==> config.mk <==
export PLATFORM = sky130hd
export DESIGN_NAME = cpu_control_unit
export DESIGN_NICKNAME = d
export VERILOG_FILES = /design/src/cpu_ctrl_pkg.sv /design/src/cpu_control_unit.sv /design/src/ctrl_encoder.sv /design/src/ctrl_sequencer.sv /design/src/instr_classifier.sv
export SDC_FILE = /design/constraint.sdc
export NUM_CORES = 1
export LEC_CHECK = 0
export BUFFER_PORTS_ARGS = -buffer_cell sky130_fd_sc_hd__clkbuf_2
export CAP_MARGIN = 20
export CORE_ASPECT_RATIO = 0.8
export CORE_MARGIN = 2
export CORE_UTILIZATION = 55
export CTS_BUF_LIST = sky130_fd_sc_hd__clkbuf_16
export CTS_CLUSTER_SIZE = 24
export DETAILED_ROUTE_END_ITERATION = 16
export HOLD_SLACK_MARGIN = 0.08
export PLACE_DENSITY = 0.85
export SLEW_MARGIN = 15
export SYNTH_ARGS = -nofsm -noshare
export SYNTH_HDL_FRONTEND = slang
export SYNTH_SLANG_ARGS = --single-unit
export TNS_END_PERCENT = 10
==> constraint.sdc <==
create_clock -name clk -period 3.5 [get_ports clk]
set_clock_uncertainty 0.1 [all_clocks]
set_input_delay 0.175 -clock clk [delete_from_list [all_inputs] [get_ports clk]]
set_output_delay 0.175 -clock clk [all_outputs]
set_load 0.02 [all_outputs]
==> src/cpu_ctrl_pkg.sv <==
package cpu_ctrl_pkg;

    // Instruction register fields
    typedef logic [5:0] opcode_t;
    typedef logic [5:0] funct_t;

    localparam opcode_t OP_RTYPE = 6'h00;
    localparam opcode_t OP_ADDI  = 6'h08;
    localparam opcode_t OP_ADDIU = 6'h09;
    localparam opcode_t OP_LB    = 6'h20;
    localparam opcode_t OP_LH    = 6'h21;
    localparam opcode_t OP_LW    = 6'h23;

    localparam funct_t FN_ADD = 6'h20;
    localparam funct_t FN_SUB = 6'h22;
    localparam funct_t FN_AND = 6'h24;

    typedef enum logic [3:0] {
        CLS_ADD,
        CLS_SUB,
        CLS_AND,
        CLS_ADDI,
        CLS_ADDIU,
        CLS_LW,
        CLS_LH,
        CLS_LB,
        CLS_ILLEGAL
    } instr_class_e;

    typedef enum logic [4:0] {
        ST_FETCH_WAIT,
        ST_FETCH_LATCH,
        ST_DECODE,
        ST_DISPATCH,
        ST_EXEC_ADD,
        ST_EXEC_SUB,
        ST_EXEC_AND,
        ST_EXEC_ADDI,
        ST_EXEC_ADDIU,
        ST_WB_RD,
        ST_WB_RT,
        ST_LOAD_ADDR,
        ST_LOAD_WAIT,
        ST_MDR_WORD,
        ST_MDR_HALF,
        ST_MDR_BYTE,
        ST_LOAD_WB,
        ST_EXC_NOOP,
        ST_EXC_OVF,
        ST_EXC_COMMIT
    } ctrl_state_e;

    // Datapath multiplexer selects
    typedef enum logic [1:0] {IORD_PC = 2'd0, IORD_ALU = 2'd1, IORD_VECTOR = 2'd2} iord_sel_e;

    typedef enum logic {SRC_A_PC = 1'b0, SRC_A_REG = 1'b1} alu_src_a_e;

    typedef enum logic [1:0] {SRC_B_REG = 2'd0, SRC_B_FOUR = 2'd1, SRC_B_IMM = 2'd2} alu_src_b_e;

    // Same codes as the datapath ALU, zero is unused
    typedef enum logic [1:0] {ALU_ADD = 2'd1, ALU_AND = 2'd2, ALU_SUB = 2'd3} alu_op_e;

    typedef enum logic {PC_SRC_ALU = 1'b0, PC_SRC_EXC = 1'b1} pc_src_e;

    typedef enum logic {DST_RD = 1'b0, DST_RT = 1'b1} reg_dst_e;

    typedef enum logic {WB_ALU = 1'b0, WB_MDR = 1'b1} mem_to_reg_e;

    typedef enum logic [1:0] {MDR_WORD = 2'd0, MDR_HALF = 2'd1, MDR_BYTE = 2'd2} mdr_size_e;

    typedef enum logic {EXC_NOOPCODE = 1'b0, EXC_OVERFLOW = 1'b1} except_code_e;

endpackage
==> src/cpu_control_unit.sv <==
`timescale 1ns/1ps

module cpu_control_unit #(
    parameter int MEM_LATENCY     = 2,
    parameter int EXC_WAIT_CYCLES = 8
) (
    input  logic                       clk,
    input  logic                       reset,
    input  logic                       ov,
    input  cpu_ctrl_pkg::opcode_t      opcode,
    input  cpu_ctrl_pkg::funct_t       funct,
    output logic                       pc_write,
    output logic                       mem_wr,
    output logic                       ir_write,
    output logic                       a_write,
    output logic                       b_write,
    output logic                       mdr_write,
    output logic                       alu_reg_write,
    output logic                       epc_write,
    output logic                       reg_write,
    output cpu_ctrl_pkg::iord_sel_e    iord,
    output cpu_ctrl_pkg::alu_src_a_e   alu_src_a,
    output cpu_ctrl_pkg::alu_src_b_e   alu_src_b,
    output cpu_ctrl_pkg::alu_op_e      alu_op,
    output cpu_ctrl_pkg::pc_src_e      pc_src,
    output cpu_ctrl_pkg::reg_dst_e     reg_dst,
    output cpu_ctrl_pkg::mem_to_reg_e  mem_to_reg,
    output cpu_ctrl_pkg::mdr_size_e    mem_to_mdr,
    output cpu_ctrl_pkg::except_code_e except_code
);
    import cpu_ctrl_pkg::*;

    instr_class_e instr_class;
    ctrl_state_e  state;

    instr_classifier u_classifier (
        .opcode      (opcode),
        .funct       (funct),
        .instr_class (instr_class)
    );

    ctrl_sequencer #(
        .MEM_LATENCY     (MEM_LATENCY),
        .EXC_WAIT_CYCLES (EXC_WAIT_CYCLES)
    ) u_sequencer (
        .clk         (clk),
        .reset       (reset),
        .instr_class (instr_class),
        .ov          (ov),
        .state       (state)
    );

    ctrl_encoder u_encoder (
        .state         (state),
        .pc_write      (pc_write),
        .mem_wr        (mem_wr),
        .ir_write      (ir_write),
        .a_write       (a_write),
        .b_write       (b_write),
        .mdr_write     (mdr_write),
        .alu_reg_write (alu_reg_write),
        .epc_write     (epc_write),
        .reg_write     (reg_write),
        .iord          (iord),
        .alu_src_a     (alu_src_a),
        .alu_src_b     (alu_src_b),
        .alu_op        (alu_op),
        .pc_src        (pc_src),
        .reg_dst       (reg_dst),
        .mem_to_reg    (mem_to_reg),
        .mem_to_mdr    (mem_to_mdr),
        .except_code   (except_code)
    );

endmodule

==> src/ctrl_encoder.sv <==
`timescale 1ns/1ps

module ctrl_encoder (
    input  cpu_ctrl_pkg::ctrl_state_e  state,
    output logic                       pc_write,
    output logic                       mem_wr,
    output logic                       ir_write,
    output logic                       a_write,
    output logic                       b_write,
    output logic                       mdr_write,
    output logic                       alu_reg_write,
    output logic                       epc_write,
    output logic                       reg_write,
    output cpu_ctrl_pkg::iord_sel_e    iord,
    output cpu_ctrl_pkg::alu_src_a_e   alu_src_a,
    output cpu_ctrl_pkg::alu_src_b_e   alu_src_b,
    output cpu_ctrl_pkg::alu_op_e      alu_op,
    output cpu_ctrl_pkg::pc_src_e      pc_src,
    output cpu_ctrl_pkg::reg_dst_e     reg_dst,
    output cpu_ctrl_pkg::mem_to_reg_e  mem_to_reg,
    output cpu_ctrl_pkg::mdr_size_e    mem_to_mdr,
    output cpu_ctrl_pkg::except_code_e except_code
);
    import cpu_ctrl_pkg::*;

    always_comb begin
        pc_write      = 1'b0;
        mem_wr        = 1'b0;
        ir_write      = 1'b0;
        a_write       = 1'b0;
        b_write       = 1'b0;
        mdr_write     = 1'b0;
        alu_reg_write = 1'b0;
        epc_write     = 1'b0;
        reg_write     = 1'b0;
        iord          = IORD_PC;
        alu_src_a     = SRC_A_PC;
        alu_src_b     = SRC_B_REG;
        alu_op        = ALU_ADD;
        pc_src        = PC_SRC_ALU;
        reg_dst       = DST_RD;
        mem_to_reg    = WB_ALU;
        mem_to_mdr    = MDR_WORD;
        except_code   = EXC_NOOPCODE;

        case (state)
            // PC + 4 on the ALU while the fetch is pending
            ST_FETCH_WAIT: begin
                alu_src_b = SRC_B_FOUR;
            end
            ST_FETCH_LATCH: begin
                alu_src_b = SRC_B_FOUR;
                pc_write  = 1'b1;
                ir_write  = 1'b1;
            end
            ST_DECODE: begin
                alu_src_b = SRC_B_FOUR;
                a_write   = 1'b1;
                b_write   = 1'b1;
            end
            ST_EXEC_ADD, ST_EXEC_SUB, ST_EXEC_AND: begin
                alu_src_a     = SRC_A_REG;
                alu_src_b     = SRC_B_REG;
                alu_reg_write = 1'b1;
                if (state == ST_EXEC_SUB) begin
                    alu_op = ALU_SUB;
                end else if (state == ST_EXEC_AND) begin
                    alu_op = ALU_AND;
                end
            end
            ST_EXEC_ADDI, ST_EXEC_ADDIU: begin
                alu_src_a     = SRC_A_REG;
                alu_src_b     = SRC_B_IMM;
                alu_reg_write = 1'b1;
            end
            ST_WB_RD: begin
                reg_write = 1'b1;
            end
            ST_WB_RT: begin
                reg_write = 1'b1;
                reg_dst   = DST_RT;
            end
            // Base plus offset, kept in the ALU register for the read
            ST_LOAD_ADDR: begin
                alu_src_a     = SRC_A_REG;
                alu_src_b     = SRC_B_IMM;
                alu_reg_write = 1'b1;
            end
            ST_LOAD_WAIT: begin
                iord = IORD_ALU;
            end
            ST_MDR_WORD, ST_MDR_HALF, ST_MDR_BYTE: begin
                iord      = IORD_ALU;
                mdr_write = 1'b1;
                if (state == ST_MDR_HALF) begin
                    mem_to_mdr = MDR_HALF;
                end else if (state == ST_MDR_BYTE) begin
                    mem_to_mdr = MDR_BYTE;
                end
            end
            ST_LOAD_WB: begin
                reg_write  = 1'b1;
                reg_dst    = DST_RT;
                mem_to_reg = WB_MDR;
            end
            // Vector read, ALU rewinds PC to the faulting instruction
            ST_EXC_NOOP, ST_EXC_OVF: begin
                iord      = IORD_VECTOR;
                alu_src_b = SRC_B_FOUR;
                alu_op    = ALU_SUB;
                if (state == ST_EXC_OVF) begin
                    except_code = EXC_OVERFLOW;
                end
            end
            ST_EXC_COMMIT: begin
                alu_src_b = SRC_B_FOUR;
                alu_op    = ALU_SUB;
                epc_write = 1'b1;
                pc_write  = 1'b1;
                pc_src    = PC_SRC_EXC;
            end
            default: begin
            end
        endcase
    end

endmodule

==> src/ctrl_sequencer.sv <==
`timescale 1ns/1ps

module ctrl_sequencer #(
    parameter int MEM_LATENCY     = 2,
    parameter int EXC_WAIT_CYCLES = 8
) (
    input  logic                       clk,
    input  logic                       reset,
    input  cpu_ctrl_pkg::instr_class_e instr_class,
    input  logic                       ov,
    output cpu_ctrl_pkg::ctrl_state_e  state
);
    import cpu_ctrl_pkg::*;

    localparam int WAIT_MAX = (MEM_LATENCY > EXC_WAIT_CYCLES) ? MEM_LATENCY : EXC_WAIT_CYCLES;
    localparam int CNT_W = (WAIT_MAX > 1) ? $clog2(WAIT_MAX) : 1;

    // Last count of each waiting state
    localparam logic [CNT_W-1:0] MEM_LAST = CNT_W'(MEM_LATENCY - 1);
    localparam logic [CNT_W-1:0] EXC_LAST = CNT_W'(EXC_WAIT_CYCLES - 1);

    ctrl_state_e      state_next;
    ctrl_state_e      load_mdr_state;
    logic [CNT_W-1:0] wait_cnt;
    logic             mem_done;
    logic             exc_done;

    assign mem_done = (wait_cnt == MEM_LAST);
    assign exc_done = (wait_cnt == EXC_LAST);

    always_comb begin
        state_next = state;
        case (state)
            ST_FETCH_WAIT: begin
                if (mem_done) begin
                    state_next = ST_FETCH_LATCH;
                end
            end
            ST_FETCH_LATCH: begin
                state_next = ST_DECODE;
            end
            ST_DECODE: begin
                state_next = ST_DISPATCH;
            end
            ST_DISPATCH: begin
                case (instr_class)
                    CLS_ADD: state_next = ST_EXEC_ADD;
                    CLS_SUB: state_next = ST_EXEC_SUB;
                    CLS_AND: state_next = ST_EXEC_AND;
                    CLS_ADDI: state_next = ST_EXEC_ADDI;
                    CLS_ADDIU: state_next = ST_EXEC_ADDIU;
                    CLS_LW, CLS_LH, CLS_LB: state_next = ST_LOAD_ADDR;
                    default: state_next = ST_EXC_NOOP;
                endcase
            end
            // Signed ops trap on overflow, and and addiu never do
            ST_EXEC_ADD, ST_EXEC_SUB: begin
                state_next = ov ? ST_EXC_OVF : ST_WB_RD;
            end
            ST_EXEC_AND: begin
                state_next = ST_WB_RD;
            end
            ST_EXEC_ADDI: begin
                state_next = ov ? ST_EXC_OVF : ST_WB_RT;
            end
            ST_EXEC_ADDIU: begin
                state_next = ST_WB_RT;
            end
            ST_WB_RD, ST_WB_RT, ST_LOAD_WB, ST_EXC_COMMIT: begin
                state_next = ST_FETCH_WAIT;
            end
            ST_LOAD_ADDR: begin
                state_next = ST_LOAD_WAIT;
            end
            ST_LOAD_WAIT: begin
                if (mem_done) begin
                    state_next = load_mdr_state;
                end
            end
            ST_MDR_WORD, ST_MDR_HALF, ST_MDR_BYTE: begin
                state_next = ST_LOAD_WB;
            end
            ST_EXC_NOOP, ST_EXC_OVF: begin
                if (exc_done) begin
                    state_next = ST_EXC_COMMIT;
                end
            end
            default: begin
                state_next = ST_FETCH_WAIT;
            end
        endcase
    end

    // Wait counter restarts whenever the state changes
    always_ff @(posedge clk) begin
        if (reset) begin
            state    <= ST_FETCH_WAIT;
            wait_cnt <= '0;
        end else begin
            state <= state_next;
            if (state_next != state) begin
                wait_cnt <= '0;
            end else begin
                wait_cnt <= wait_cnt + 1'b1;
            end
        end
    end

    // Load size picked at dispatch, used when the memory wait ends
    always_ff @(posedge clk) begin
        if (state == ST_DISPATCH) begin
            case (instr_class)
                CLS_LH: load_mdr_state <= ST_MDR_HALF;
                CLS_LB: load_mdr_state <= ST_MDR_BYTE;
                default: load_mdr_state <= ST_MDR_WORD;
            endcase
        end
    end

endmodule

==> src/instr_classifier.sv <==
`timescale 1ns/1ps

module instr_classifier (
    input  cpu_ctrl_pkg::opcode_t      opcode,
    input  cpu_ctrl_pkg::funct_t       funct,
    output cpu_ctrl_pkg::instr_class_e instr_class
);
    import cpu_ctrl_pkg::*;

    always_comb begin
        instr_class = CLS_ILLEGAL;
        case (opcode)
            OP_RTYPE: begin
                // Only add, sub and and are decoded
                case (funct)
                    FN_ADD: instr_class = CLS_ADD;
                    FN_SUB: instr_class = CLS_SUB;
                    FN_AND: instr_class = CLS_AND;
                    default: instr_class = CLS_ILLEGAL;
                endcase
            end
            OP_ADDI: begin
                instr_class = CLS_ADDI;
            end
            OP_ADDIU: begin
                instr_class = CLS_ADDIU;
            end
            OP_LW: begin
                instr_class = CLS_LW;
            end
            OP_LH: begin
                instr_class = CLS_LH;
            end
            OP_LB: begin
                instr_class = CLS_LB;
            end
            default: begin
                instr_class = CLS_ILLEGAL;
            end
        endcase
    end

endmodule

== Yosys cells after proc, flatten, opt, wreduce, memory -nomap -nowiden ==
Memories as Yosys holds them, arrays and structs flattened.
Cells that the tools add are included.

* Bits in registers: 13
* Memory bits (read-only): 32
* Memories kept: 1

* $add $sub $neg: 1
* Eq/ne operators: 32
* Multiplexer cells: 29
* Reduce and logical (&&, ||, !) cells: 15

{| class="wikitable"
|+ Memory list
! name !! depth !! bits a word !! rd ports !! clocked after Yosys merged registers in !! write ports !! RTL line !! RTL
|-
| (name not given) || 8 || 4 || 1 || 0 || 0 || ctrl_sequencer.sv:46 || <nowiki>case (instr_class)</nowiki>
|}

{| class="wikitable"
|+ Operators by type and width
! kind !! number
|-
| case mux 5 bit (12 select lines) || 1
|-
| == test 5 x 4 -> 1 bit, second input constant || 8
|-
| == test 6 bit, second input constant || 6
|-
| 2-to-1 mux 5 bit || 6
|-
| case mux 4 bit (6 select lines) || 1
|-
| == test 5 x 3 -> 1 bit, second input constant || 4
|-
| == test 5 bit, second input constant || 4
|-
| case mux 2 bit (2 select lines) || 4
|-
| OR reduction 3 bit || 5
|-
| == test 6 x 4 -> 1 bit, second input constant || 2
|-
| case mux 4 bit (3 select lines) || 1
|-
| OR reduction 6 bit || 2
|-
| 2-to-1 mux 1 bit || 11
|-
| == test 5 x 2 -> 1 bit, second input constant || 2
|-
| 2-to-1 mux 2 bit || 5
|-
| OR reduction 2 bit || 5
|-
| == test 4 x 3 -> 1 bit, second input constant || 2
|-
| logical NOT 6 bit || 1
|-
| == test 5 x 1 -> 1 bit, second input constant || 1
|-
| logical NOT 5 bit || 1
|-
| != test 5 bit || 1
|-
| OR reduction 4 bit || 1
|-
| adder 3 x 1 -> 3 bit, second input constant || 1
|-
| == test 3 x 1 -> 1 bit, second input constant || 1
|-
| == test 3 bit, second input constant || 1
|}

== Longest topological paths before layout ==
An unclocked memory read counts as a cell.

* Depth after elaboration: 8
* Mapped depth: 8
* Depth with buffers taken out: 8

== By module ==
From an unflattened synthesis, not the netlist that was laid out.

* Cell total of the unflattened synthesis: 170
* Area total of the unflattened synthesis: 1,308.8 um2

{| class="wikitable"
|+ By module, submodules not included
! module !! times used !! cells an instance !! area each (um2) !! seq. area each (um2)
|-
| ctrl_sequencer || 1 || 93 || 800.8 || 220.2
|-
| ctrl_encoder || 1 || 49 || 329.1 || 0.0
|-
| instr_classifier || 1 || 28 || 178.9 || 0.0
|}

== Worst setup path before layout ==
No wires, ideal clock.

* Path kind: reg2out
* Start point: reg u_sequencer.state[2]
* End point: out alu_op[1]
* Arrival time: 2,047 ps
* Setup slack: 1,178 ps
* Stages on the path, launching flop included: 5
* Path buffers: 2
* Cells stage by stage: dfxtp_1 clkbuf_1 clkbuf_1 a21oi_1 a2111oi_0

* Cells in the longest elaborated chain, start to end: 4
* Elaborated cells on any way between the ends: 11
* Classes of those cells: eq/ne (6); mux (3); reduce/logical (2)

{| class="wikitable"
|+ Ends and longest elaborated chain
! what !! RTL line !! RTL
|-
| start, declared || ctrl_sequencer.sv:11 || <nowiki>output cpu_ctrl_pkg::ctrl_state_e state</nowiki>
|-
| start signal, assigned || ctrl_sequencer.sv:100 || <nowiki>state <= state_next;</nowiki>
|-
| == test 5 x 3 -> 1 bit || ctrl_encoder.sv:46, ctrl_encoder.sv:67 ||
|-
| 2-to-1 mux 2 bit || ctrl_encoder.sv:67 || <nowiki>end else if (state == ST_EXEC_AND) begin</nowiki>
|-
| 2-to-1 mux 2 bit || ctrl_encoder.sv:65 || <nowiki>if (state == ST_EXEC_SUB) begin</nowiki>
|-
| case mux 2 bit (2 select lines) * || ctrl_encoder.sv:46 || <nowiki>case (state)</nowiki>
|-
| end, declared || cpu_control_unit.sv:24 || <nowiki>output cpu_ctrl_pkg::alu_op_e alu_op,</nowiki>
|}

Every way passes the cells marked *; elsewhere a longest branch is shown, timed or not.

== Final worst setup path ==
* Start point: reg u_sequencer.state[0]
* End point: reg u_sequencer.wait_cnt[2]

* Cells in the longest elaborated chain, start to end: 5
* Elaborated cells on any way between the ends: 25
* Classes of those cells: eq/ne (16); mux (4); reduce/logical (5)

{| class="wikitable"
|+ Ends and longest elaborated chain
! what !! RTL line !! RTL
|-
| == test 5 x 4 -> 1 bit (tied with other cells) || ctrl_sequencer.sv:33 || <nowiki>case (state)</nowiki>
|-
| OR reduction 3 bit or OR reduction 2 bit (tied branches) || - ||
|-
| case mux 5 bit (12 select lines) || ctrl_sequencer.sv:33 ||
|-
| != test 5 bit * || ctrl_sequencer.sv:101 || <nowiki>if (state_next != state) begin</nowiki>
|-
| OR reduction 2 bit (no line) * || - ||
|-
| end signal, assigned || ctrl_sequencer.sv:104 || <nowiki>wait_cnt <= wait_cnt + 1'b1;</nowiki>
|-
| end, declared || ctrl_sequencer.sv:24 || <nowiki>logic [CNT_W-1:0] wait_cnt;</nowiki>
|}

Marked as above.
A chain may end at the register's enable or synchronous reset.

==> metrics.txt <==
outcome=finished clean; total of flip-flops plus latches after synthesis=10; hold crit path type=input port to flop; headroom to the max-slew limit=51.0%; 1st-pass router iterations=5; number of violations reported at the end of detailed-routing iteration 0=100; library cell with the largest summed area after synthesis=dfxtp_1; share of Yosys cell area claimed by the top area cell type=13.7%; number of antenna violations at the first check in global routing=0; level count of the clock H-tree=1; root cell of the clock tree=clkbuf_16; worst IR drop on VDD=0.261 mV; actual transition at the worst max-transition pin=0.733 ns; count of placed standard cells in the final layout, fillers left out=210; pin count of the biggest net entering global routing=25; CTS tree=done; via count of the first global-routing pass=1130; RePlAce Congestion=0.959; simple-gate share of the synthesized area=36.9%; area enclosed by the die boundary=0.00251 mm^2; routing usage on met2=46.9%; post-detailed-routing wire length=3300 um; EDFF count, synth=2; Worst setup EP type=flop; CTS buffer count=3; net total in the final layout=205; average wire per standard cell=15.7 um; total half-perimeter wirelength after legalization and detailed placement=2400 um; Post-Route Setup TNS=0 ns; biggest area contributors in the synthesized netlist=dfxtp_1, nor2_1, edfxtp_1; worst endpoint required time=3.56 ns; Syn Area/Cell=7.20 um^2; synthesis warning total=0; number of ports placed on the die boundary=37; unrepaired setup endpoints after global routing=no; count of fill cells added during filler insertion=165; Async S/R FF share, synth=0%; most used flip-flop cell after synthesis=dfxtp_1; setup-violating endpoint count in the final report=0; vias after detailed routing=1347; count of buffers inserted at the top-level ports=35; total power divided by cell area=489 mW/mm^2; instance count of the mapped netlist=162; overflow left after global routing=0; clock latency reported for the late side of the worst-skew pair=0.24 ns; combined global-route utilization of all metal layers=27.8%; post-cts resize count=0; post-layout minimum cycle time=2.40 ns; Placed Cells incl. Taps=206; sequential share of the synthesized area=18.9%; hold violation total from the final report=0; maximum capacitance violations=0; clock sink count=10; Die Wd=55.5 um; Distinct cells, synth=54; max-slew violation count=0; global-route met1 utilization=37.3%; mux cell area share after synthesis=3.11%; post-synthesis adder-cell area fraction=3.22%; flip-flop and latch area=220 um^2; Setup Buffers After CTS=0; vertical extent of the die=45.2 um; maximum frequency from static timing analysis=0.417 GHz; area growth from synthesis to final layout=17.2%; largest family of logic cells by synthesized area=simple AND/OR/NAND/NOR gates; ratio of cells with drive above 1 in the final layout=25.3%; Antenna Nets Post-Route=0; # hold bufs at CTS=0; Setup Crit Path Kind=flop to flop; vias per cell=6.41; initial core utilization=60.0%; post-synthesis compound-gate area fraction=27.1%; xor and xnor area share after synthesis=0%; CP max FO=22; GR Layer Usage met3=2.58%; remaining design rule violation count=0; area inside the core boundary=0.00194 mm^2; final worst-path cycle share=68.5%; register clock-pin slew on the reported worst setup and hold paths=0.04 ns; Cell Area, Synth=0.00117 mm^2; global-route wire length before repair=5400 um; Site Rows=14; maximum root-to-sink buffer count=2; startpoint types=flop; most used routing layer in global routing=met2; area of the multi-input gates=825 um^2; Post-Syn Nets=180; leakage power of the design=0.597 nW; CP arrival=2.46 ns; antenna diode instance count=0
per-layer routing:
layer | part of all wire [%] | vias to the layer above
li1 | - | 641
met1 | 41 | 622
met2 | 48 | 73
met3 | 8.9 | 11
met4 | 2.2 | 0
met5 | 0 | -
final cells by class:
cell class / count / area share (%)
Clock buffer: 3 / 5.49
Clock inverter: 1 / 0.275
Inverter: 10 / 2.75
Multi-Input combinational cell: 127 / 60.3
Sequential cell: 10 / 16.1
Tap cell: 24 / 2.20
Timing Repair Buffer: 35 / 12.8
worst max-delay path, stage by stage, from the launching register on:
cell	delay, ns
dfxtp_1	0.77
nand2b_1	0.28
nand2_1	0.12
a221o_1	0.41
o32ai_2	0.29
nand4_2	0.14
nor3_1	0.20
where the power goes:
| part | switching (mW) | leakage (nW) | internal (mW) |
|---|---|---|---|
| Sequential | 0.0535 | 0.0827 | 0.137 |
| Clock | 0.0579 | 0.0385 | 0.150 |
| Combinational | 0.161 | 0.475 | 0.109 |
| Total | 0.272 | 0.597 | 0.396 |
cell usage after synthesis, drive strengths merged, types with 5 or more instances:
cell and count:
a21oi 11, buf 10, clkbuf 5, dfxtp 8, inv 10, nand2 11, nor2 25, nor2b 7
nor3 8, nor3b 5, o21ai 7
metrics by stage:
step	power, mW	instance area, um^2	hold slack, ns	util [%]	setup slack, ns
2_1_floorplan	0.389	1170	0.144	-	1.18
3_3_place_gp	0.441	1290	0.348	66.2	1.26
3_5_place_dp	0.451	1290	0.362	66.2	1.14
4_1_cts	0.662	1370	0.114	70.3	1.12
5_1_grt	0.708	1370	0.134	70.3	0.906
6_report	0.668	1370	0.113	70.3	1.10
layout by cell type, fill, tap and decap left out, drive strengths merged, types with 2 or more instances in the layout:
master and count:
a2111oi 2, a21oi 11, a22oi 2, a31oi 2, a32oi 2, clkbuf 38
dfxtp 8, edfxtp 2, ha 3, inv 10, mux2 2, nand2 11
nand2b 3, nand3 2, nand3b 2, nor2 25, nor2b 7, nor3 8
nor3b 5, nor4bb 2, o21ai 7, o22ai 2, o41a 2, or3 3
or4 2
worst paths after layout:
check / startpoint / endpoint / slack (ns) / cells after the start
min reg2reg: u_sequencer.wait_cnt[0] / u_sequencer.wait_cnt[0] / 0.37 / 1
min: reset / u_sequencer.state[3] / 0.11 / 2
max: u_sequencer.state[0] / u_sequencer.wait_cnt[2] / 1.10 / 6
max reg2reg: u_sequencer.state[0] / u_sequencer.wait_cnt[2] / 1.10 / 6
flip-flops by register name, summed over array words and instances (netlist names):
| register | flops |
|---|---|
| u_sequencer.state | 5 |
| u_sequencer.load_mdr_state | 2 |
| u_sequencer.wait_cnt | 3 |
kinds of logic (layout without fill, tap and decap cells):
kind of cell	Yosys count	after routing
flops	10	10
other cells	1	1
simple gates	78	78
mux	3	3
buf+inv	25	49
fa+ha+maj	3	3
compound gates	42	42
No activity file was read; power rests on OpenSTA's default activity.
